[src/hist_macros.svh]
/*
 * Histogram constants: data widths, bin count, burst length and register map
 */
`ifndef HIST_MACROS_SVH
`define HIST_MACROS_SVH

// data widths
`define HIST_PIX_W      8     // sensor pixel
`define HIST_COLOR_W    2     // bayer color, line parity then pixel parity
`define HIST_ADDR_W     10    // color + pixel value
`define HIST_CNT_W      32    // bin counter
`define HIST_DIM_W      16    // window edges and sizes

// readout, one burst per color
`define HIST_BURST_LEN  256

// register addresses, one-bit address space
`define HIST_REG_LEFT_TOP      1'b0  // {top, left}
`define HIST_REG_WIDTH_HEIGHT  1'b1  // {height_m1, width_m1}

`endif

[src/hist_pkg.sv]
/*
 * Histogram types shared by the window, configuration and accumulator blocks
 */
`default_nettype none

`include "hist_macros.svh"

package hist_pkg;

    typedef logic [`HIST_PIX_W-1:0]   pix_t;
    typedef logic [`HIST_COLOR_W-1:0] color_t;      // {line parity, pixel parity}
    typedef logic [`HIST_ADDR_W-1:0]  bin_addr_t;   // {color, pixel value}
    typedef logic [`HIST_CNT_W-1:0]   bin_cnt_t;
    typedef logic [`HIST_DIM_W-1:0]   dim_t;

    // window of interest, all values counted from 0 after sof
    typedef struct packed {
        dim_t left;
        dim_t top;
        dim_t width_m1;
        dim_t height_m1;
    } win_cfg_t;

    // one pixel handed from the window logic to the accumulator
    typedef struct packed {
        logic      valid;  // pixel inside the window
        bin_addr_t addr;
    } win_pix_t;

    typedef enum logic [2:0] {
        OFF,
        ARMED,         // enabled, waiting for sof
        TOP_MARGIN,    // lines above the window
        IN_WINDOW,
        WAIT_READOUT   // frame done, bins being read and cleared
    } hist_state_e;

endpackage

`default_nettype wire

[src/hist_cfg_regs.sv]
/*
 * Histogram window registers, loaded by a write strobe
 */
`timescale 1ns/1ps
`default_nettype none

`include "hist_macros.svh"

module hist_cfg_regs (
    input  wire                       pclk,
    input  wire                       hist_rst_pclk,
    input  wire                       cfg_wr_i,
    input  wire                       cfg_addr_i,
    input  wire [2*`HIST_DIM_W-1:0]   cfg_data_i,
    input  wire                       hist_active_i,
    output hist_pkg::win_cfg_t        win_cfg_o
);

    logic wr_left_top;
    logic wr_width_height;

    assign wr_left_top     = cfg_wr_i && (cfg_addr_i == `HIST_REG_LEFT_TOP);
    assign wr_width_height = cfg_wr_i && (cfg_addr_i == `HIST_REG_WIDTH_HEIGHT);

    always_ff @(posedge pclk) begin
        if (hist_rst_pclk) begin
            win_cfg_o <= '0;
        end else begin
            if (wr_left_top) begin
                win_cfg_o.top  <= cfg_data_i[2*`HIST_DIM_W-1:`HIST_DIM_W];
                win_cfg_o.left <= cfg_data_i[`HIST_DIM_W-1:0];
            end
            if (wr_width_height) begin
                win_cfg_o.height_m1 <= cfg_data_i[2*`HIST_DIM_W-1:`HIST_DIM_W];
                win_cfg_o.width_m1  <= cfg_data_i[`HIST_DIM_W-1:0];
            end
        end
    end

    // window edges must stay stable while the window FSM is running
    a_no_cfg_while_active: assert property (
        @(posedge pclk) disable iff (hist_rst_pclk)
        hist_active_i |-> !cfg_wr_i
    ) else $error("window configured while histogram is active");

endmodule

`default_nettype wire

[config.mk]
export PLATFORM = sky130hd
export DESIGN_NAME = hist_cfg_regs
export DESIGN_NICKNAME = d
export VERILOG_FILES = /design/src/hist_pkg.sv /design/src/hist_cfg_regs.sv
export VERILOG_INCLUDE_DIRS = /design/src
export SDC_FILE = /design/constraint.sdc
export NUM_CORES = 1
export LEC_CHECK = 0
export ABC_AREA = 1
export ABC_CLOCK_PERIOD_IN_PS = 930
export BUFFER_PORTS_ARGS = -buffer_cell sky130_fd_sc_hd__buf_4
export CORE_MARGIN = 5
export CORE_UTILIZATION = 43
export DETAILED_ROUTE_END_ITERATION = 8
export GPL_ROUTABILITY_DRIVEN = 0
export PLACE_DENSITY = 0.75
export SYNTH_ARGS = -nofsm -noshare
export SYNTH_HDL_FRONTEND = slang
export SYNTH_SLANG_ARGS = --single-unit
export TNS_END_PERCENT = 100
[constraint.sdc]
create_clock -name pclk -period 0.93 [get_ports pclk]
set_clock_uncertainty 0.1 [all_clocks]
set_input_delay 0.186 -clock pclk [delete_from_list [all_inputs] [get_ports pclk]]
set_output_delay 0.186 -clock pclk [all_outputs]
set_load 0.01 [all_outputs]
Word level (Yosys, flattened, before mapping). Index checks and enable logic that the tools add are counted.

Logic and storage cells: 7. ROM bits: 0. Flip-flop bits (word level): 64. Output and inout port bits: 64. Latch bits: 0. Memories: 0. Bits in writable memories: 0. Input bits: 37.

Divide/modulo/power cells: 0. Magnitude comparators: 0. Muxes and demuxes: 0. Bitwise operators: 1. $add $sub $neg: 0. Shift-type cells: 0. Reductions and logical operators: 2. Equality and inequality tests: 0. Multiply operators: 0.

Operator list (number): $logic_and 1x1->1 (2); $not 1->1 (1).

Depth between registers and ports, before layout.
Depth in word-level cells: 2. Depth in mapped cells: 6. Depth with buffers taken out: 4.

Worst setup path before layout. No wires, ideal clock.

Path type: in2reg. Start point: input port cfg_addr_i. End point: register win_cfg_o[32] (netlist name). Buffers on the path: 2. Setup slack: -0.053 ns. Stages on the path: 6. Required time: 0.717 ns. Data arrival time: 0.770 ns. Cells stage by stage: buf_2 > inv_1 > buf_2 > nand3_1 > nand2_1 > nor2_1.

Longest elaborated chain between the ends: 2.

Ends and longest elaborated chain: from (decl) (RTL line hist_cfg_regs.sv:13) `input wire cfg_addr_i,`; $not 1->1 (no line); $logic_and 1x1->1 (RTL line hist_cfg_regs.sv:22) `` assign wr_left_top = cfg_wr_i && (cfg_addr_i == `HIST_REG_LEFT_TOP); ``; to (decl) (RTL line hist_cfg_regs.sv:16) `output hist_pkg::win_cfg_t win_cfg_o`.

Every way passes these cells. A chain may end at the register's enable or synchronous reset.

Worst setup path in the final report.
Start point: register win_cfg_o[26] (netlist name). End point: output port win_cfg_o[26] (netlist name).

No word-level cell between the ends.

==> run metrics <==
status finished, violations left; violated checks negative setup slack; Synth Cell Area 0.00252 mm2; GRT Resource Usage Total 20.4%; initial DRC count 126; Leak 1.91 nW; via-per-instance ratio 4.89; maxcap violations 0; crit path time final 1.07 ns; total power 6.57 mW; top flop regs win_cfg_o x64; Slew @ Worst Pin 0.231 ns; CTS max path bufs 2; Skew-Pair Late Insertion Delay 0.32 ns; Initial Utilization 43.4%; most common cell after layout, fill and taps aside nand2_1; critical path required time 0.64 ns; Crit path buffers/inverters 1; Hold WC Path Type in2reg; Ys Warns 0; Crit Path Category reg2out; Die W 86.6 um; drt wl/cell 13.9 um; # diodes 0; root buf cell clkbuf_8; Synth cell types 10; Inserted Clock Buffers 9; pin count of the biggest net entering global routing 51; final hold viol count 0; first-pass GRT wire length 12000 um; final worst path period share 115%; max FFs per register 64; FP Rows 28; DRT Wirelength 7480 um; Crit. End Element primary output; Die Span Y 86.6 um; clock net sink count 64; Layout Nets 496; Slew Limit Headroom 84.6%; Seq/Total Area, Yosys 50.8%; drt pass-1 iters 4; largest reg by FF count win_cfg_o; CTS tree done; Pwr per Cell Area 1640 mW/mm2; CP Max Fanout 2; hold_ws 0.0204 ns; gr ovfl total 0; Routed Antenna Nets 0; share of cells above drive strength 1 43.5%; port bufs 99; RSZ-0062 raised after global routing true; worst vdd ir 0.00124 V; DR DRC count 0; Syn Inst Count 352; Slew Limit Fails 0; core area 0.00582 mm2; initial antenna violation count 0; crit-path leading delay family flip-flops; CP peak stage delay 0.33 ns; full die area 0.00750 mm2; Fmax 0.936 GHz; Syn Area/Cell 7.17 um2; via count 2636; clk slew on worst S/H paths 0.08 ns; leading cell types in the layout, fill and taps excluded nand2_1, nor2_1, nand3_1, buf_6, dfxtp_2; Final Setup Violations 64; Seq cells post-synth 64; dpl hpwl 4920 um; CP Cell Sequence buf_6; flop-to-flop setup slack 0.11 ns; CP max-delay cell dfxtp_2; Worst EP arrival 0.78 ns; Layout Area Growth over Synthesis 58.6%; startpoint types register; num ports 101; H-tree depth 3; Synthesized Nets 389; vias in the first global route 2495; Setup WS pre-CTS -0.114 ns; Setup WS post-layout -0.139 ns
## Yosys cell counts, drive strengths merged
master / number / area, um2
a21oi: 32 / 160
buf: 23 / 125
clkbuf: 4 / 15.0
dfxtp: 64 / 1280
inv: 35 / 131
nand2: 65 / 244
nand3: 64 / 320
nor2: 65 / 246
## final cells by class
class / instances / area, um2
fillers: 484 / 1810
well taps: 75 / 93.8
clock inverters: 3 / 40.0
clock buffers: 13 / 159
flip-flops and latches: 64 / 1360
inverters: 35 / 131
repair buffers: 123 / 1240
multi-input cells: 226 / 976
## worst paths after layout
kind	from	to	depth (start not counted)
hold / removal	cfg_data_i[28]	win_cfg_o[12]	3
setup / recovery	win_cfg_o[26]	win_cfg_o[26]	1
setup reg to reg	win_cfg_o[21]	win_cfg_o[21]	3
hold reg to reg	win_cfg_o[14]	win_cfg_o[14]	2
## what timing repair did
action | CTS | global route
gates resized for setup | 128 | 0
setup buffers | 3 | 5
endpoints found under the hold margin | 0 | 1
hold buffers | 0 | 1
setup endpoints to repair | 64 | 64
## report_power, final
group          switching, mW  internal, mW
Clock                   1.03          1.38
Sequential             0.113          2.93
Combinational          0.522         0.603
Total                   1.66          4.91
## cell families (layout without fill, tap and decap cells)
logic type,after synthesis,after routing,synth area share [%]
and+or+nand+nor,194,194,32.1
buffers and inverters,62,174,10.8
AOI/OAI and AO/OA,32,32,6.35
DFF,64,64,50.8
## routing by layer
metal	vias to the layer above	part of all wire [%]	GRT usage (%)
met4	0	1.3	6.52
met5	-	0	0
met2	93	49	33.2
li1	1320	-	-
met3	8	7.3	7.89
met1	1215	42	24.6
## stage by stage
stage,util (%),area [um2],cells,TNS (ns)
2_1_floorplan,-,2540,352,-0.623
3_3_place_gp,58.7,3410,514,-2.67
3_5_place_dp,58.7,3410,514,-3.88
4_1_cts,68.0,3960,533,-8.77
5_1_grt,68.8,4000,539,-10.41
6_report,68.8,4000,539,-7.85
(Power assumes the default switching activity.)
