**src/hist_macros.svh**
```systemverilog
/*
 * Histogram constants: data widths, bin count, burst length and register map
 */
`ifndef HIST_MACROS_SVH
`define HIST_MACROS_SVH

// data widths
`define HIST_PIX_W      8     // sensor pixel
`define HIST_COLOR_W    2     // bayer color, line parity then pixel parity
`define HIST_ADDR_W     10    // color + pixel value
`define HIST_CNT_W      32    // bin counter
`define HIST_DIM_W      16    // window edges and sizes

// readout, one burst per color
`define HIST_BURST_LEN  256

// register addresses, one-bit address space
`define HIST_REG_LEFT_TOP      1'b0  // {top, left}
`define HIST_REG_WIDTH_HEIGHT  1'b1  // {height_m1, width_m1}

`endif

```
**src/hist_pkg.sv**
```systemverilog
/*
 * Histogram types shared by the window, configuration and accumulator blocks
 */
`default_nettype none

`include "hist_macros.svh"

package hist_pkg;

    typedef logic [`HIST_PIX_W-1:0]   pix_t;
    typedef logic [`HIST_COLOR_W-1:0] color_t;      // {line parity, pixel parity}
    typedef logic [`HIST_ADDR_W-1:0]  bin_addr_t;   // {color, pixel value}
    typedef logic [`HIST_CNT_W-1:0]   bin_cnt_t;
    typedef logic [`HIST_DIM_W-1:0]   dim_t;

    // window of interest, all values counted from 0 after sof
    typedef struct packed {
        dim_t left;
        dim_t top;
        dim_t width_m1;
        dim_t height_m1;
    } win_cfg_t;

    // one pixel handed from the window logic to the accumulator
    typedef struct packed {
        logic      valid;  // pixel inside the window
        bin_addr_t addr;
    } win_pix_t;

    typedef enum logic [2:0] {
        OFF,
        ARMED,         // enabled, waiting for sof
        TOP_MARGIN,    // lines above the window
        IN_WINDOW,
        WAIT_READOUT   // frame done, bins being read and cleared
    } hist_state_e;

endpackage

`default_nettype wire

```
**src/hist_accum.sv**
```systemverilog
/*
 * Histogram accumulator: read-modify-write increment with forwarding,
 * and the granted burst readout that clears every bin it reads
 */
`timescale 1ns/1ps
`default_nettype none

`include "hist_macros.svh"

module hist_accum (
    input  wire                        pclk,
    input  wire                        hist_rst_pclk,
    input  wire hist_pkg::win_pix_t    win_pix_i,
    input  wire                        frame_done_i,
    input  wire                        hist_grant_i,
    output logic                       hist_rq_o,
    output hist_pkg::bin_cnt_t         hist_do_o,
    output logic                       hist_dv_o,
    output logic                       readout_done_o,
    output hist_pkg::bin_addr_t        ram_rd_addr_o,
    input  wire hist_pkg::bin_cnt_t    ram_rd_data_i,
    output logic                       ram_wr_en_o,
    output hist_pkg::bin_addr_t        ram_wr_addr_o,
    output hist_pkg::bin_cnt_t         ram_wr_data_o
);

    localparam int unsigned BURST_LAST = `HIST_BURST_LEN - 1;

    // increment pipeline, stage 1 has read data, stage 2 writes back
    logic                  s1_valid;
    hist_pkg::bin_addr_t   s1_addr;
    logic                  s2_valid;
    hist_pkg::bin_addr_t   s2_addr;
    hist_pkg::bin_cnt_t    s2_cnt;
    hist_pkg::bin_cnt_t    base_cnt;

    // readout
    logic                  rd_active;   // from frame_done to the last word
    logic                  rq_r;
    logic                  burst_on;    // read issue cycles of a burst
    hist_pkg::bin_addr_t   rd_addr;
    logic                  burst_end;
    logic                  clr_en;
    hist_pkg::bin_addr_t   clr_addr;
    logic                  dv_r;
    logic                  done_r;

    // previous pixel is written this cycle and was missed by our read,
    // older writes are caught by the write-first RAM
    assign base_cnt = (s2_valid && (s2_addr == s1_addr)) ? s2_cnt : ram_rd_data_i;

    always_ff @(posedge pclk) begin
        if (hist_rst_pclk) begin
            s1_valid <= 1'b0;
            s2_valid <= 1'b0;
        end else begin
            s1_valid <= win_pix_i.valid;
            s2_valid <= s1_valid;
        end
    end

    always_ff @(posedge pclk) begin
        s1_addr <= win_pix_i.addr;
        s2_addr <= s1_addr;
        s2_cnt  <= base_cnt + 1'b1;
    end

    assign burst_end = burst_on &&
                       (rd_addr[`HIST_PIX_W-1:0] == BURST_LAST[`HIST_PIX_W-1:0]);

    always_ff @(posedge pclk) begin
        if (hist_rst_pclk) begin
            rd_active <= 1'b0;
            rq_r      <= 1'b0;
            burst_on  <= 1'b0;
            rd_addr   <= '0;
            clr_en    <= 1'b0;
            dv_r      <= 1'b0;
            done_r    <= 1'b0;
        end else begin
            clr_en <= burst_on;                    // clear the word read last cycle
            dv_r   <= burst_on;                    // RAM read latency
            done_r <= burst_end && (&rd_addr);
            if (frame_done_i && !rd_active) begin
                rd_active <= 1'b1;
                rq_r      <= 1'b1;
            end else if (rq_r && hist_grant_i) begin
                rq_r     <= 1'b0;
                burst_on <= 1'b1;
            end else if (burst_end) begin
                burst_on <= 1'b0;
                if (&rd_addr) begin
                    rd_active <= 1'b0;             // color 3 done
                end else begin
                    rq_r <= 1'b1;                  // ask for the next color
                end
            end
            if (burst_on) begin
                rd_addr <= rd_addr + 1'b1;         // wraps to 0 after the last bin
            end
        end
    end

    always_ff @(posedge pclk) begin
        clr_addr <= rd_addr;
    end

    // pixel path and readout never overlap
    assign ram_rd_addr_o = burst_on ? rd_addr : win_pix_i.addr;
    assign ram_wr_en_o   = s2_valid || clr_en;
    assign ram_wr_addr_o = clr_en ? clr_addr : s2_addr;
    assign ram_wr_data_o = clr_en ? '0 : s2_cnt;

    assign hist_rq_o      = rq_r;
    assign hist_dv_o      = dv_r;
    assign hist_do_o      = ram_rd_data_i;
    assign readout_done_o = done_r;

    a_no_pixel_in_readout: assert property (
        @(posedge pclk) disable iff (hist_rst_pclk)
        rd_active |-> !win_pix_i.valid
    ) else $error("window pixel during histogram readout");

endmodule

`default_nettype wire

```
**config.mk**
```make
export PLATFORM = sky130hd
export DESIGN_NAME = hist_accum
export DESIGN_NICKNAME = d
export VERILOG_FILES = /design/src/hist_pkg.sv /design/src/hist_accum.sv
export VERILOG_INCLUDE_DIRS = /design/src
export SDC_FILE = /design/constraint.sdc
export NUM_CORES = 1
export LEC_CHECK = 0
export CELL_PAD_IN_SITES_DETAIL_PLACEMENT = 0
export CELL_PAD_IN_SITES_GLOBAL_PLACEMENT = 1
export CORE_AREA = 2 2 100 102
export DETAILED_ROUTE_END_ITERATION = 8
export DIE_AREA = 0 0 102 104
export DONT_BUFFER_PORTS = 1
export GPL_ROUTABILITY_DRIVEN = 0
export HOLD_SLACK_MARGIN = 0.12
export PLACE_DENSITY_LB_ADDON = 0.1
export SYNTH_ARGS = -nofsm -noshare
export SYNTH_HDL_FRONTEND = slang
export SYNTH_SLANG_ARGS = --single-unit
```
**constraint.sdc**
```tcl
create_clock -name pclk -period 3 [get_ports pclk]
set_input_delay 0.6 -clock pclk [delete_from_list [all_inputs] [get_ports pclk]]
set_output_delay 0.6 -clock pclk [all_outputs]
set_load 0.05 [all_outputs]
```
## Yosys cells after proc, flatten, opt, wreduce, memory -nomap -nowiden

Cells that the tools add are included.

| word-level totals | value |
|---|---|
| register bits | 79 |
| input port bits | 47 |
| output and inout port bits | 88 |
| logic and storage cells | 48 |

| operators by class | value |
|---|---|
| $add $sub $neg | 2 |
| equality and inequality tests | 4 |
| multiplexer cells | 14 |
| bitwise operators | 1 |
| reductions and logical operators | 15 |

Operator list:

| kind | count |
|---|---|
| 32-bit 2-to-1 mux | 2 |
| 32-bit by 1-bit adder with 32-bit output (second input constant) | 1 |
| 10-bit 2-to-1 mux | 2 |
| 10-bit by 1-bit adder with 10-bit output (second input constant) | 1 |
| 10-bit == test | 1 |
| 1-bit 2-to-1 mux | 10 |
| 10-bit AND reduction | 1 |
| 8-bit == test (second input constant) | 1 |
| 2-bit nonzero test | 3 |
| 1-bit logical AND | 5 |
| 2-bit AND reduction | 2 |
| 3-bit by 1-bit != test with 1-bit output (second input constant) | 1 |
| 3-bit AND reduction | 1 |
| 3-bit nonzero test | 1 |
| 2-bit != test (second input constant) | 1 |
| 1-bit logical NOT | 1 |
| 1-bit logical OR | 1 |
| 1-bit NOT | 1 |

## Logic depth before layout (Yosys ltp)

| depth | value |
|---|---|
| word-level depth | 5 |
| gate-level depth with buffers | 12 |
| gate-level depth less buffers | 10 |

## Worst setup path after synthesis

OpenSTA, ideal clock, no wires.

| timing | value |
|---|---|
| path kind | register -> register |
| start | reg s1_addr[0] |
| end | reg s2_cnt[26] |
| data arrival time | 2.564 ns |
| setup slack | 0.316 ns |
| cell stages (with the launch flop) | 13 |
| buffers on the path | 2 |
| period minus slack after synthesis | 2.684 ns |
| cells stage by stage | dfxtp_1 xnor2_1 nand4_1 nor3_1 buf_2 buf_2 mux2_2 ha_1 nand2_1 nor4_1 and3_1 xor2_1 mux2_2 |

| between the ends | value |
|---|---|
| cells in the longest elaborated chain, start to end | 4 |

RTL lines:

| element | line | RTL |
|---|---|---|
| from (decl) | hist_accum.sv:31 | `hist_pkg::bin_addr_t s1_addr;` |
| from (signal assigned) | hist_accum.sv:63 | `s1_addr <= win_pix_i.addr;` |
| 10-bit == test | hist_accum.sv:50 | `assign base_cnt = (s2_valid && (s2_addr == s1_addr)) ? s2_cnt : ram_rd_data_i;` |
| 1-bit logical AND | hist_accum.sv:50 |  |
| 32-bit 2-to-1 mux | hist_accum.sv:50 |  |
| 32-bit by 1-bit adder with 32-bit output | hist_accum.sv:65 | `s2_cnt <= base_cnt + 1'b1;` |
| to (signal assigned) | hist_accum.sv:65 |  |
| to (decl) | hist_accum.sv:34 | `hist_pkg::bin_cnt_t s2_cnt;` |

No other way between the ends.
A chain may end at the register's enable or synchronous reset.

## Worst setup path after layout

| timing | value |
|---|---|
| start | reg s1_addr[1] |
| end | reg s2_cnt[30] |

The elaborated chain is that of the path after synthesis.

==> out/qor.yml <==
die_w_microns: 102
drt_drc_violations_left: 0
ys_seq_area_share_pct: 36.44
fmax_mhz: 378.7
fin_crit_sh_pct: 88.03
core_sq_um: 9549
async_flop_share_pct: 0
hold_class: "input pin to flop"
grt_setup_unrepaired: "false"
cts_setup_buffers: 0
fin_nets: 535
worst_slew_pin_slew_ns: 0.7094
synth_edf_count: 0
tns_ns: 0
grt_pass1_vias: 3165
start_kind: "flop"
syn_area_per_cell_sq_um: 8.894
antenna_found_initial: 0
ys_warn_count: 0
drtIter0Drc: 114
die_height_microns: 104
num_rows: 36
finalWirelength_microns: 10190
cts.clk_slew.worst_paths_ns: 0.09
die_area_sq_um: 10610
detail-route-antenna-nets: 0
finalHoldViolCount: 0
peakVddDrop_mv: 0.3610
fin_skew_ns: 0.01097
cts_resized: 0
wl_per_cell_microns: 16.32
layout-drive-gt1-share_pct: 19.96
grt_overflow: 0
ios: 135
ys_seq_elements: 79
h-tree-depth: 3
slew_viol_final: 0
setup_violations: 0
syn_inst: 488
clock_latency_ns: 0.35
arrival_ns: 2.89
drt-pass1-iter-count: 4
port_buffers: 0
hpwl_microns: 7862
syn_to_final_growth_pct: 7.178
synth_cell_types: 47
cts_hold_buf: 0
vias: 3287
cts_tree: "yes"
grt_usage_pct: 19.95
grt_pass1_wl_microns: 16670
cts_max_path_buffers: 2
final_cell_mix: "78 x dfxtp_1, 39 x buf_4, 36 x nor2_1, 34 x xnor2_1, 33 x nand2_1"
synth_ff_type: "dfxtp_1"
grt_max_degree: 48
clock_sinks: 79
hold_ws_ns: 0.2653
path_max_fanout: 21
crit_type: "flop to flop"
outcome: "finished, final reports clean"
slew_headroom_pct: 52.64
placed_area_sq_um: 4473
endpoint_kind: "flop"
cts-buffers-inserted: 9
final_common_cell: "dfxtp_1"
p_leak_nw: 1.715
min_period_ns: 2.641
via_per_inst: 5.268
syn-num-nets: 537
antenna_cells: 0
syn_area_sq_um: 4340
power_density_nw_per_um2: 487.7
root_buffer: "clkbuf_8"
fin_area_sq_um: 4652
initial_core_util_pct: 45.45
worstPathRequired_ns: 3.25
max-cap-violations: 0
[state kept, by name (all words and copies together) (netlist names)]
name,count
burst_on,1
clr_addr,10
hist_dv_o,1
hist_rq_o,1
rd_active,1
rd_addr,10
readout_done_o,1
s1_addr,10
s1_valid,1
s2_addr,10
s2_cnt,32
s2_valid,1
[stage by stage]
step	total power, mW	setup slack [ns]	cells	util (%)
2_1_floorplan	1.609	0.3157	488	-
3_3_place_gp	1.574	0.4122	608	46.84
3_5_place_dp	1.577	0.3562	608	46.84
4_1_cts	2.298	0.3167	624	48.72
5_1_grt	2.374	0.09656	624	48.72
6_report	2.269	0.3592	624	48.72
[cells by family (layout without fill, tap and decap cells)]
logic type | after synthesis | count (layout) | synth area share, %
simple gates | 203 | 203 | 26.17
compound gates | 43 | 43 | 6.140
flops | 79 | 79 | 36.44
fa+ha+maj | 2 | 2 | 0.5764
buf+inv | 60 | 63 | 8.360
mux | 43 | 43 | 10.61
xor+xnor | 58 | 58 | 11.70
[synthesized netlist by cell type, types with 15 or more instances]
cell | number | area, sq um
a21oi_1 | 18 | 90.09
xor2_1 | 24 | 210.2
dfxtp_1 | 79 | 1582
mux2_2 | 24 | 270.3
nand4_1 | 27 | 168.9
nand2_1 | 33 | 123.9
buf_4 | 33 | 247.7
mux2i_1 | 19 | 190.2
nor2_1 | 36 | 135.1
nand3_1 | 22 | 110.1
xnor2_1 | 34 | 297.8
and3_1 | 15 | 93.84
nor2b_1 | 32 | 200.2
[critical path, stage by stage (launching register included)]
cell,delay [ns]
dfxtp_1,0.32
xnor2_1,0.24
nand3_1,0.13
nor3_2,0.27
mux2_2,0.22
ha_1,0.19
buf_4,0.26
and3_1,0.30
nand3_1,0.14
nor3_1,0.21
xnor2_1,0.15
mux2i_1,0.09
[area by class of cell]
type	instances	area, sq um
Multi-Input combinational cell	349	2401
Clock buffer	9	123.9
Inverter	8	30.03
Tap cell	133	166.4
Sequential cell	79	1583
Clock inverter	7	55.05
Timing Repair Buffer	39	292.8
Fill cell	978	4897
[power breakdown]
group	total (mW)	leakage (nW)	switching [mW]	internal, mW
registers	1.15	0.658	0.0545	1.09
logic	0.400	0.970	0.271	0.129
clock network	0.720	0.0862	0.412	0.307
total	2.27	1.71	0.738	1.53
[routing by layer]
layer  track usage, %  part of all wire (%)
met5                0                     0
met4            5.333                   1.3
met3            6.922                   7.1
met2            32.80                    48
met1            24.68                    43
[worst paths after layout]
check / end / depth (start not counted) / start / slack (ns)
setup / recovery: s2_cnt[30] / 11 / s1_addr[1] / 0.36
hold / removal: s1_addr[1] / 0 / win_pix_i[1] / 0.27
setup reg to reg: s2_cnt[30] / 11 / s1_addr[1] / 0.36
hold reg to reg: s2_addr[9] / 0 / s1_addr[9] / 0.36
(Power assumes the default switching activity.)
