[src/hist_macros.svh]
/*
 * Histogram constants: data widths, bin count, burst length and register map
 */
`ifndef HIST_MACROS_SVH
`define HIST_MACROS_SVH

// data widths
`define HIST_PIX_W      8     // sensor pixel
`define HIST_COLOR_W    2     // bayer color, line parity then pixel parity
`define HIST_ADDR_W     10    // color + pixel value
`define HIST_CNT_W      32    // bin counter
`define HIST_DIM_W      16    // window edges and sizes

// readout, one burst per color
`define HIST_BURST_LEN  256

// register addresses, one-bit address space
`define HIST_REG_LEFT_TOP      1'b0  // {top, left}
`define HIST_REG_WIDTH_HEIGHT  1'b1  // {height_m1, width_m1}

`endif

[src/hist_pkg.sv]
/*
 * Histogram types shared by the window, configuration and accumulator blocks
 */
`default_nettype none

`include "hist_macros.svh"

package hist_pkg;

    typedef logic [`HIST_PIX_W-1:0]   pix_t;
    typedef logic [`HIST_COLOR_W-1:0] color_t;      // {line parity, pixel parity}
    typedef logic [`HIST_ADDR_W-1:0]  bin_addr_t;   // {color, pixel value}
    typedef logic [`HIST_CNT_W-1:0]   bin_cnt_t;
    typedef logic [`HIST_DIM_W-1:0]   dim_t;

    // window of interest, all values counted from 0 after sof
    typedef struct packed {
        dim_t left;
        dim_t top;
        dim_t width_m1;
        dim_t height_m1;
    } win_cfg_t;

    // one pixel handed from the window logic to the accumulator
    typedef struct packed {
        logic      valid;  // pixel inside the window
        bin_addr_t addr;
    } win_pix_t;

    typedef enum logic [2:0] {
        OFF,
        ARMED,         // enabled, waiting for sof
        TOP_MARGIN,    // lines above the window
        IN_WINDOW,
        WAIT_READOUT   // frame done, bins being read and cleared
    } hist_state_e;

endpackage

`default_nettype wire

[src/hist_window.sv]
/*
 * Histogram window: bayer color, line/pixel counters against the window
 * edges, enable FSM and the frame-done pulse
 */
`timescale 1ns/1ps
`default_nettype none

`include "hist_macros.svh"

module hist_window (
    input  wire                       pclk,
    input  wire                       hist_rst_pclk,
    input  wire                       sof_i,
    input  wire                       hact_i,
    input  wire hist_pkg::pix_t       hist_di_i,
    input  wire                       hist_en_i,
    input  wire                       hist_rst_i,
    input  wire hist_pkg::win_cfg_t   win_cfg_i,
    input  wire                       readout_done_i,
    output hist_pkg::win_pix_t        win_pix_o,
    output logic                      frame_done_o,
    output logic                      hist_active_o
);

    hist_pkg::hist_state_e state;

    logic                  hact_d;
    hist_pkg::dim_t        line_cnt;    // line index since sof
    hist_pkg::dim_t        pix_cnt;     // pixel index in the current line
    hist_pkg::color_t      color;

    logic [`HIST_DIM_W:0]  h_last;      // one bit wider, edge + size may carry
    logic [`HIST_DIM_W:0]  v_last;
    logic                  h_in;
    logic                  v_in;
    logic                  line_end;
    logic                  last_line;
    logic                  counting;
    logic                  pix_valid;

    logic                  pix_valid_r;
    hist_pkg::bin_addr_t   pix_addr_r;

    assign line_end  = hact_d && !hact_i;  // lines counted on hact fall
    assign color     = {line_cnt[0], pix_cnt[0]};

    assign h_last    = {1'b0, win_cfg_i.left} + {1'b0, win_cfg_i.width_m1};
    assign v_last    = {1'b0, win_cfg_i.top} + {1'b0, win_cfg_i.height_m1};
    assign h_in      = (pix_cnt >= win_cfg_i.left) && ({1'b0, pix_cnt} <= h_last);
    assign v_in      = (line_cnt >= win_cfg_i.top) && ({1'b0, line_cnt} <= v_last);
    assign last_line = ({1'b0, line_cnt} == v_last);

    // first window line may still see TOP_MARGIN for a cycle
    assign counting  = (state == hist_pkg::TOP_MARGIN) || (state == hist_pkg::IN_WINDOW);
    assign pix_valid = counting && hact_i && h_in && v_in;

    assign hist_active_o = (state != hist_pkg::OFF);
    assign win_pix_o     = {pix_valid_r, pix_addr_r};

    always_ff @(posedge pclk) begin
        if (hist_rst_pclk) begin
            hact_d   <= 1'b0;
            line_cnt <= '0;
            pix_cnt  <= '0;
        end else begin
            hact_d <= hact_i;
            if (hact_i) begin
                pix_cnt <= pix_cnt + 1'b1;
            end else begin
                pix_cnt <= '0;
            end
            if (sof_i) begin
                line_cnt <= '0;
            end else if (line_end) begin
                line_cnt <= line_cnt + 1'b1;
            end
        end
    end

    always_ff @(posedge pclk) begin
        if (hist_rst_pclk || hist_rst_i) begin
            state <= hist_pkg::OFF;   // immediate disable
        end else begin
            unique case (state)
                hist_pkg::OFF: begin
                    if (hist_en_i) state <= hist_pkg::ARMED;
                end
                hist_pkg::ARMED: begin
                    if (!hist_en_i) begin
                        state <= hist_pkg::OFF;  // graceful disable only between frames
                    end else if (sof_i) begin
                        state <= hist_pkg::TOP_MARGIN;
                    end
                end
                hist_pkg::TOP_MARGIN: begin
                    if (v_in) state <= hist_pkg::IN_WINDOW;
                end
                hist_pkg::IN_WINDOW: begin
                    if (line_end && last_line) state <= hist_pkg::WAIT_READOUT;
                end
                hist_pkg::WAIT_READOUT: begin
                    if (readout_done_i) state <= hist_pkg::ARMED;
                end
                default: state <= hist_pkg::OFF;
            endcase
        end
    end

    always_ff @(posedge pclk) begin
        if (hist_rst_pclk) begin
            frame_done_o <= 1'b0;
            pix_valid_r  <= 1'b0;
        end else begin
            frame_done_o <= !hist_rst_i && (state == hist_pkg::IN_WINDOW)
                            && line_end && last_line;
            pix_valid_r  <= pix_valid;
        end
    end

    always_ff @(posedge pclk) begin
        pix_addr_r <= {color, hist_di_i};
    end

    // the frame must end at the last window line, never run past it
    a_window_ends_at_last_line: assert property (
        @(posedge pclk) disable iff (hist_rst_pclk)
        (state == hist_pkg::IN_WINDOW) |-> ({1'b0, line_cnt} <= v_last)
    ) else $error("window state past the last window line without frame_done");

endmodule

`default_nettype wire

[config.mk]
export PLATFORM = sky130hd
export DESIGN_NAME = hist_window
export DESIGN_NICKNAME = d
export VERILOG_FILES = /design/src/hist_pkg.sv /design/src/hist_window.sv
export VERILOG_INCLUDE_DIRS = /design/src
export SDC_FILE = /design/constraint.sdc
export NUM_CORES = 1
export LEC_CHECK = 0
export BUFFER_PORTS_ARGS = -buffer_cell sky130_fd_sc_hd__buf_2
export CORE_MARGIN = 2
export CORE_UTILIZATION = 57
export CTS_CLUSTER_DIAMETER = 40
export DETAILED_ROUTE_END_ITERATION = 10
export PLACE_DENSITY = 0.82
export SLEW_MARGIN = 25
export SYNTH_ARGS = -nofsm -noshare
export SYNTH_HDL_FRONTEND = slang
export SYNTH_SLANG_ARGS = --single-unit
export TNS_END_PERCENT = 1
[constraint.sdc]
create_clock -name pclk -period 5.5 [get_ports pclk]
set_input_delay 1.1 -clock pclk [delete_from_list [all_inputs] [get_ports pclk]]
set_output_delay 1.1 -clock pclk [all_outputs]
set_load 0.01 [all_outputs]
### Yosys cells after proc, flatten, opt, wreduce, memory -nomap -nowiden

Index checks and enable logic that the tools add are counted.

| operators by class | value |
|---|---|
| add/subtract/negate cells | 4 |
| reductions and logical operators | 19 |
| eq/ne operators | 10 |
| $lt $le $gt $ge | 4 |
| multiplexer cells | 7 |
| bitwise gates (word level) | 1 |

Operators with widths:

| cell | count |
|---|---|
| adder 16 x 16 -> 17 bit | 2 |
| less-or-equal comparator 16 x 17 -> 1 bit | 2 |
| adder 16 x 1 -> 16 bit, second input constant | 2 |
| greater-or-equal comparator 16 bit | 2 |
| two-way mux 3 bit | 6 |
| == test 16 x 17 -> 1 bit | 1 |
| one-hot mux 3 bit (5 select lines) | 1 |
| logical AND 1 bit | 10 |
| == test 3 x 2 -> 1 bit, second input constant | 2 |
| inequality test 2 bit, second input constant | 3 |
| AND reduction 5 bit | 1 |
| OR reduction 2 bit | 2 |
| == test 3 x 1 -> 1 bit, second input constant | 1 |
| == test 3 bit, second input constant | 1 |
| logical NOT 3 bit | 1 |
| inequality test 3 bit, second input constant | 1 |
| nonzero test 3 bit | 1 |
| logical NOT 1 bit | 2 |
| logical OR 1 bit | 2 |
| inequality test 2 x 1 -> 1 bit, second input constant | 1 |
| NOT 1 bit | 1 |

| word-level totals | value |
|---|---|
| register bits | 48 |
| output and inout bits | 13 |
| logic and storage cells | 52 |
| input port bits | 79 |

### Depth between registers and ports, before layout

Gate-level depths: netlist (run 1).

| logic depth | value |
|---|---|
| depth after elaboration | 5 |
| mapped depth | 17 |
| depth with buffers taken out | 17 |

### Least setup slack after synthesis (run 1)

No wires, ideal clock.

| path | value |
|---|---|
| path type | input port to flip-flop |
| start point | input win_cfg_i[0] in the netlist's numbering |
| end point | register state[2] |
| required time | 5414 ps |
| cell stages on the path | 16 |
| slack | 1164 ps |
| data arrival time | 4250 ps |
| buffers on the path | 0 |
| setup time | 86 ps |
| cell sequence | ha_1 -> fa_1 -> a211oi_1 -> o211ai_1 -> nand4_1 -> a31oi_1 -> a31oi_1 -> xor2_1 -> ha_1 -> nand4_1 -> or2_2 -> nor4_1 -> nand3_1 -> nor3_1 -> nand2_1 -> a211oi_1 |

| between the ends | value |
|---|---|
| cells in the longest elaborated chain, start to end | 5 |
| elaborated cells on any way between the ends | 8 |
| those cells by class | add/sub (1); order compare (1); eq/ne (3); reduce/logical (3) |

Ends and longest elaborated chain:

| item | RTL line | RTL |
|---|---|---|
| start, declared | hist_window.sv:18 | `input wire hist_pkg::win_cfg_t win_cfg_i,` |
| adder 16 x 16 -> 17 bit * | hist_window.sv:48 | `assign v_last = {1'b0, win_cfg_i.top} + {1'b0, win_cfg_i.height_m1};` |
| less-or-equal comparator 16 x 17 -> 1 bit or == test 16 x 17 -> 1 bit (tied branches) | hist_window.sv:50, hist_window.sv:51 |  |
| logical AND 1 bit (on tied branches) | hist_window.sv:50, hist_window.sv:99 |  |
| inequality test 2 bit (no source line) or inequality test 2 x 1 -> 1 bit (tied branches) | -- |  |
| AND reduction 5 bit (no source line) * | -- |  |
| end signal, assigned | hist_window.sv:82 | `state <= hist_pkg::OFF;` |
| end signal, assigned | hist_window.sv:86 | `if (hist_en_i) state <= hist_pkg::ARMED;` |
| end signal, assigned | hist_window.sv:90 | `state <= hist_pkg::OFF;` |
| end, declared | hist_window.sv:25 | `hist_pkg::hist_state_e state;` |

Mark *: on every way between the ends. The rest lies on a longest branch, timed or not.
A chain may end at the register's enable or synchronous reset.

### Worst setup path after layout (run 1)

Ends and elaborated chain as after synthesis.

==> flow_summary_export.csv, run 1 <==
group,metric,value,unit
status,status,"finished clean",
floorplan,core_area,7730,um^2
drt,viasPerCell,5.53,
cts,root_buffer,"clkbuf_8",
worst_setup_path,crit_type,"primary input to flip-flop",
floorplan,die_width,93.4,um
worst_setup_path,arrival,4.77,ns
synth,synth_cells,553,
cts,cts_buffer_depth,2,
synth,synth_cell_types,50,
drt,avgRoutedWirePerCell,13.4,um
run,drv_cap,0,
synth,synth_edf_count,0,
final_layout,n_antenna_cell,0,
floorplan,fp-row-count,32,
cts,postCtsSetupBuffers,0,
synth,synth_flop_cell,"dfxtp_1",
final_layout,drive_above_1_share,16.8,%
final_layout,fin_nets,819,
synth,syn_area,4560,um^2
sta,timing.setup.tns,0,ns
synth,ys_ff_latch,48,
synth,async_reset_ff_share,0,%
placed_design,gp_congestion,0.932,
grt,first_global_vias,4023,
pwr,p_per_area,174,nW/um^2
worst_setup_path,crit_chain,"buf_2 -> ha_1 -> fa_1 -> a211oi_1 -> o211ai_1 -> nand4_1 -> a31oi_1 -> a31oi_1 -> xor2_1 -> ha_1 -> nand4_1 -> or2_2 -> nor4_1 -> nand3_1 -> nor3_1 -> nand2_1 -> a211oi_1",
worst_setup_path,cp-start-kind,"primary input",
min_path,hp-class,"flip-flop to flip-flop",
drt,drc,0,
sta,hold_violations,0,
cts,cts_buffers,5,
sta,grt_setup_unrepaired,"false",
sta,min_period,4.55,ns
worst_setup_path,cpMaxStageDelayCell,"fa_1",
worst_setup_path,rr_startpoint,"pix_cnt[2]$_SDFF_PP0_",
sta,whs,0.405,ns
placed_design,dp_hpwl,8520,um
sta,fin_skew,0.00844,ns
floorplan,fp.dieH,93.4,um
worst_setup_path,end_kind,"flip-flop",
cts,htree_levels,2,
synth,synth_area_per_cell,8.24,um^2
placed_design,port_buffers,91,
worst_setup_path,required,5.72,ns
cts,cts-resized-gates,0,
sta,min_period_over_period,82.7,%
synth,synth_top_cells_by_area,"ha_1, dfxtp_1, xor2_1, nor2_1, a21oi_1",
sta,setup_violations,0,
cts,clock-sinks,48,
cts,clk_latency,0.30,ns
sta,tightest_slew,0.614,ns
sta,slew-limit-headroom,59.1,%
grt,grt_max_degree,17,
sta,clock.fmax,220,MHz
sta,drv_slew,0,
cts,cts.reportedPaths.clkPinSlew,0.09,ns
worst_setup_path,cpPeakStageDelay,0.43,ns
synth,yosysSeqAreaShare,21.1,%
drt,drt_iter0_drc,217,
synth,synth-warning-count,0,
final_layout,fin_util,67.5,%
final_layout,area_delta_synth_final,14.3,%
floorplan,start_util,59.0,%
pwr,ir_drop,0.104,mV
floorplan,ios,92,
worst_setup_path,cp_max_fo,3,
drt,vias,4108,
min_path,min-delay-start,"pix_cnt[0]$_SDFF_PP0_",
worst_setup_path,cp-startpoint,"win_cfg_i[0]",
grt,grt_antenna_before_repair,0,
synth,synth.top_cell.area_share,26.9,%
floorplan,dieArea,8730,um^2
grt,grt_pass1_wl,17200,um
drt,first_pass_iters,4,
worst_setup_path,path_buf_inv,1,
cts,ctsHoldBuffers,0,
grt,grt_overflow,0,
drt,drt-total-wl,9990,um
grt,track_usage,23.6,%
synth,synth_top_area_cell,"ha_1",
synth,syn-num-nets,732,
drt,drtAntennaViolNets,0,
cts,cts_tree,"done",
pwr,p_leak,2.69,nW
worst_setup_path,cp_top_family,"simple AND/OR/NAND/NOR gates",
[cells by family (layout without fill, tap and decap cells)]
kind of cell    after synthesis  in the layout  share of synthesized area (%)
compound gates              128            128                           18.5
flops                        48             48                           21.1
xor+xnor                     50             50                           9.60
simple gates                171            171                           18.1
buf+inv                      54            142                           4.53
mux                           2              2                          0.467
fa+ha+maj                   100            100                           27.8
[power by group]
part / total [mW] / switching [mW] / internal [mW]
registers: 0.355 / 0.00253 / 0.353
clock network: 0.258 / 0.121 / 0.137
logic: 0.293 / 0.160 / 0.133
total: 0.906 / 0.283 / 0.622
[metal layers]
metal,GRT usage [%],up-vias,part of all wire (%)
li1,-,2160,-
met1,31.9,1851,49
met2,39.7,89,46
met3,3.46,8,4.2
met4,5.15,0,0.58
met5,0,-,0
[layout make-up]
type                    instances  area, um^2
flip-flops and latches         48         961
clock buffers                   5        68.8
clock inverters                 3        46.3
well taps                     102         128
multi-input cells             451        3390
inverters                      43         161
repair buffers                 91         455
fillers                       644        2510
[state kept, by name, indices dropped and copies added, names as in the netlist]
signal and flops:
line_cnt 16, pix_cnt 16, pix_addr_r 10, state 3, frame_done_o 1, hact_d 1
pix_valid_r 1
[stage by stage]
| stage | power [mW] | worst slack (ns) | std cells | cell area, um^2 |
|---|---|---|---|---|
| 3_3_place_gp | 0.642 | 0.729 | 735 | 5100 |
| 2_1_floorplan | 0.568 | 1.16 | 553 | 4560 |
| 6_report | 0.906 | 0.953 | 743 | 5210 |
| 3_5_place_dp | 0.654 | 0.643 | 735 | 5100 |
| 4_1_cts | 0.911 | 0.954 | 743 | 5210 |
| 5_1_grt | 0.969 | 0.584 | 743 | 5210 |
[synth_stat cells (all sizes together) (2+ instances only)]
| cell | count |
|---|---|
| dfxtp | 48 |
| clkbuf | 9 |
| fa | 2 |
| inv | 43 |
| nor2b | 6 |
| buf | 2 |
| a211oi | 9 |
| o21a | 4 |
| nand2 | 29 |
| xnor2 | 14 |
| or2 | 2 |
| nor4 | 3 |
| nor2 | 57 |
| o41ai | 3 |
| a2111oi | 4 |
| and3 | 9 |
| and2 | 3 |
| o211ai | 2 |
| nand4 | 15 |
| a21oi | 34 |
| or3 | 7 |
| ha | 98 |
| o21ai | 28 |
| and4 | 2 |
| nand3 | 20 |
| a311oi | 2 |
| nor3 | 10 |
| o21bai | 4 |
| o31ai | 2 |
| xor2 | 36 |
| a31oi | 6 |
| a211o | 2 |
| a21o | 23 |
| nand2b | 6 |
[worst reg2reg max path, cell delays in order, from the launching register on]
cell       delay [ns]
dfxtp_1          0.58
ha_1             0.32
a21o_1           0.18
a21o_1           0.17
a211oi_1         0.29
o21ai_0          0.16
a2111oi_0        0.45
a311oi_1         0.12
a2111oi_1        0.33
[worst paths after layout]
kind                       endpoint  slack [ns]  cells past startpoint
max           state[2]$_SDFFE_PP0P_        0.95                     17
min           pix_addr_r[8]$_DFF_P_        0.41                      0
max reg2reg  pix_valid_r$_SDFF_PP0_        2.81                      8
min reg2reg   pix_addr_r[8]$_DFF_P_        0.41                      0
[placed cells by master (no fill, tap or decap), types with 4 or more instances in the layout]
cell      count
buf_2        91
o21ai_0      25
nand3_1      20
nor2_1       57
ha_1         98
clkbuf_8      5
xnor2_1      14
a21oi_1      34
dfxtp_1      48
or3_1         7
nand2_1      29
a21o_1       22
nand2b_1      6
a211oi_1      8
and3_1        9
o21bai_1      4
xor2_1       36
nor3_1       10
inv_1        43
a31oi_1       6
nor2b_1       6
nand4_1      15
Power figures use the tool's default switching activity.
==> inputs of run 2 (changes only) <==
--- a/config.mk
+++ b/config.mk
@@ -6,12 +6,13 @@
 export SDC_FILE = /design/constraint.sdc
 export NUM_CORES = 1
 export LEC_CHECK = 0
+export ABC_AREA = 1
 export BUFFER_PORTS_ARGS = -buffer_cell sky130_fd_sc_hd__buf_2
 export CORE_MARGIN = 2
-export CORE_UTILIZATION = 57
+export CORE_UTILIZATION = 52
 export CTS_CLUSTER_DIAMETER = 40
 export DETAILED_ROUTE_END_ITERATION = 10
-export PLACE_DENSITY = 0.82
+export PLACE_DENSITY = 0.79
 export SLEW_MARGIN = 25
 export SYNTH_ARGS = -nofsm -noshare
 export SYNTH_HDL_FRONTEND = slang
==> constraint.sdc (replaced) <==
create_clock -name pclk -period 3.7 [get_ports pclk]
set_input_delay 0.74 -clock pclk [delete_from_list [all_inputs] [get_ports pclk]]
set_output_delay 0.74 -clock pclk [all_outputs]
set_load 0.01 [all_outputs]
==> run 2 against run 1 <==
  * First-iteration DRC count shrank 53%
  * Power up 59%
  * Setup slack worse by 0.72 ns
  * Clock power rose by 56%
  * Combinational power grew 72%
  * Highest routed layer unchanged
  * Synthesized cell count increased by 21%
  * Hold slack gained 0.0028 ns
  * Non-clock buffer count up 20
==> flow_summary_export.csv, run 2 <==
group,metric,value,unit
grt,grt_pass1_wl,19500,um
placed_design,place_area,5490,um^2
drt,drt-total-wl,11300,um
pwr,p_leak,2.94,nW
drt,vias,4733,
final_layout,final_common_cell,"nand2_1",
pwr,ir_drop,0.169,mV
synth,syn-num-nets,848,
placed_design,placedCellCount,884,
floorplan,ios,92,
floorplan,dieArea,9970,um^2
sta,clock.fmax,289,MHz
worst_setup_path,rr_endpoint,"line_cnt[14]$_SDFFE_PP0P_",
final_layout,fin_area,5690,um^2
status,status,"finished clean",
synth,synth-warning-count,0,
sta,min_period_over_period,93.6,%
pwr,p_per_area,253,nW/um^2
final_layout,drive_above_1_share,19.3,%
sta,whs,0.408,ns
final_layout,multi_input_area,3480,um^2
drt,viasPerCell,5.29,
final_layout,seq_area,961,um^2
grt,grt_antenna_before_repair,0,
grt,grt_max_degree,16,
worst_setup_path,cp-startpoint,"win_cfg_i[0]",
synth,synth_cells,669,
final_layout,reg.largest.list,"line_cnt: 16 flops, pix_cnt: 16 flops, pix_addr_r: 10 flops",
final_layout,fin_util,64.6,%
synth,synth_area_per_cell,7.14,um^2
sta,min_period,3.46,ns
sta,setup_ws,0.236,ns
cts,cts_buffer_depth,2,
grt,first_global_vias,4684,
worst_setup_path,crit_type,"primary input to flip-flop",
sta,fin_skew,0.0135,ns
drt,drc,0,
cts,clk_latency,0.31,ns
placed_design,gp_congestion,0.863,
synth,synth.most_common_cell,"nand2_1",
synth,synth_flop_cell,"dfxtp_1",
floorplan,fp-row-count,34,
run,drv_cap,0,
worst_setup_path,arrival,3.68,ns
synth,synth_top_cells_by_area,"ha_1, dfxtp_1, nand2_1, inv_1, a21oi_1",
drt,avgRoutedWirePerCell,12.6,um
placed_design,port_buffers,91,
worst_setup_path,end_kind,"flip-flop",
synth,yosys.area_share.simple,24.1,%
sta,hold_violations,0,
synth,synth_top_family_by_area,"adder cells",
synth,synthXorXnorAreaFrac,5.50,%
final_layout,fin_nets,964,
grt,grt_overflow,0,
final_layout,layout_common_cells,"nand2_1, inv_1, ha_1",
worst_setup_path,cp_max_fo,5,
grt,track_usage,23.3,%
worst_setup_path,r2r_cells,13,
synth,async_reset_ff_share,0,%
worst_setup_path,required,3.92,ns
cts,root_buffer,"clkbuf_8",
final_layout,n_antenna_cell,0,
cts,cts_buffers,5,
floorplan,core_area,8810,um^2
sta,drv_slew,0,
synth,yosys-top-cells-count,"nand2_1, inv_1, ha_1",
sta,setup_violations,0,
placed_design,place_ws,-0.285,ns
floorplan,start_util,54.3,%
synth,yosysSeqAreaShare,20.1,%
sta,tightest_slew,0.841,ns
cts,htree_levels,2,
worst_setup_path,rr_startpoint,"line_cnt[1]$_SDFFE_PP0P_",
drt,drtAntennaViolNets,0,
floorplan,die_width,99.9,um
drt,first_pass_iters,4,
synth,synth.top_cell.area_share,25.7,%
sta,slew-limit-headroom,43.7,%
final_layout,area_delta_synth_final,19.1,%
synth,synth_cell_types,43,
cts,cts_tree,"done",
synth,synth_edf_count,0,
final_layout,fill_cells,777,
pwr,total_power,1.44,mW
synth,synth_fa_ha_area_share,26.5,%
placed_design,dp_hpwl,9590,um
synth,ys_ff_latch,48,
sta,timing.setup.tns,0,ns
floorplan,fp.dieH,99.9,um
final_layout,fin_cells,894,
cts,ctsHoldBuffers,0,
min_path,hp-class,"flip-flop to flip-flop",
synth,syn_area,4780,um^2
synth,synth-compound-area-share,15.4,%
worst_setup_path,r2r_setup_slack,1.68,ns
worst_setup_path,crit_end,"state[1]$_SDFFE_PP0P_",
cts,clock-sinks,48,
drt,drt_iter0_drc,101,
cts,cts.reportedPaths.clkPinSlew,0.09,ns
synth,muxShareOfSynthArea,0,%
synth,synth_top_area_cell,"ha_1",
worst_setup_path,cp-start-kind,"primary input",
## run 2: cell count changes after synthesis, moves of 9 or more
cell / delta
a21o_1: -19
a21oi_1: +39
inv_1: +59
nand2_1: +94
nand4_1: -9
nor3_1: +12
xor2_1: -17
## run 2: logic make-up after synthesis
| family | after synthesis |
|---|---|
| compound gates | 133 |
| xor+xnor | 30 |
| fa+ha+maj | 100 |
| buf+inv | 106 |
| flops | 48 |
| simple gates | 252 |
## run 2: how the worst min path moves through the flow
| stage | end | cells past startpoint | slack, ns | startpoint |
|---|---|---|---|---|
| after floorplan | pix_addr_r[9]$_DFF_P_ | 0 | 0.37 | line_cnt[0]$_SDFFE_PP0P_ |
| after global placement | pix_addr_r[9]$_DFF_P_ | 0 | 0.38 | line_cnt[0]$_SDFFE_PP0P_ |
| after detailed placement | pix_addr_r[9]$_DFF_P_ | 0 | 0.39 | line_cnt[0]$_SDFFE_PP0P_ |
| after CTS | pix_addr_r[9]$_DFF_P_ | 0 | 0.41 | line_cnt[0]$_SDFFE_PP0P_ |
| after global routing | pix_addr_r[8]$_DFF_P_ | 0 | 0.42 | pix_cnt[0]$_SDFF_PP0_ |
| final | pix_addr_r[9]$_DFF_P_ | 0 | 0.41 | line_cnt[0]$_SDFFE_PP0P_ |
## run 2: report_power, final
part | switching [mW] | internal [mW] | leakage [nW]
sequential | 0.00519 | 0.525 | 0.391
clock | 0.182 | 0.221 | 0.0614
combinational | 0.280 | 0.224 | 2.49
total | 0.467 | 0.970 | 2.94
## run 2: area by class of cell
type | count | share of cell area, %
Clock buffer | 6 | 1.45
Tap cell | 108 | 2.37
Multi-Input combinational cell | 515 | 61.1
Sequential cell | 48 | 16.9
Clock inverter | 2 | 0.682
Inverter | 104 | 6.86
Timing Repair Buffer | 111 | 10.6
## run 2: layer usage
layer / GRT usage, % / vias up / routed length, um
met4: 7.17 / 0 / 208
li1: - / 2486 / -
met2: 45.3 / 96 / 5930
met1: 26.7 / 2132 / 4820
met3: 2.23 / 19 / 341
met5: 0 / - / 0
## run 2: what timing repair did
item | in CTS | in global routing
gates resized for setup | 0 | 13
setup endpoints to repair | 0 | 4
setup buffers | 0 | 2
## run 2: critical path, cell delays in order
cell and delay (ns):
buf_2 0.10, ha_2 0.19, fa_2 0.35, nand3_1 0.08, nand2_1 0.09, a21oi_2 0.24
o21ai_4 0.11, a21oi_2 0.17, o21ai_1 0.09, xor2_1 0.16, ha_1 0.32, nand2_1 0.08
nor2_1 0.08, nand4_1 0.13, nor2_1 0.14, nand4_1 0.13, a21oi_2 0.17, buf_4 0.14
nand3_1 0.07, nand2_1 0.07, nor2_1 0.04
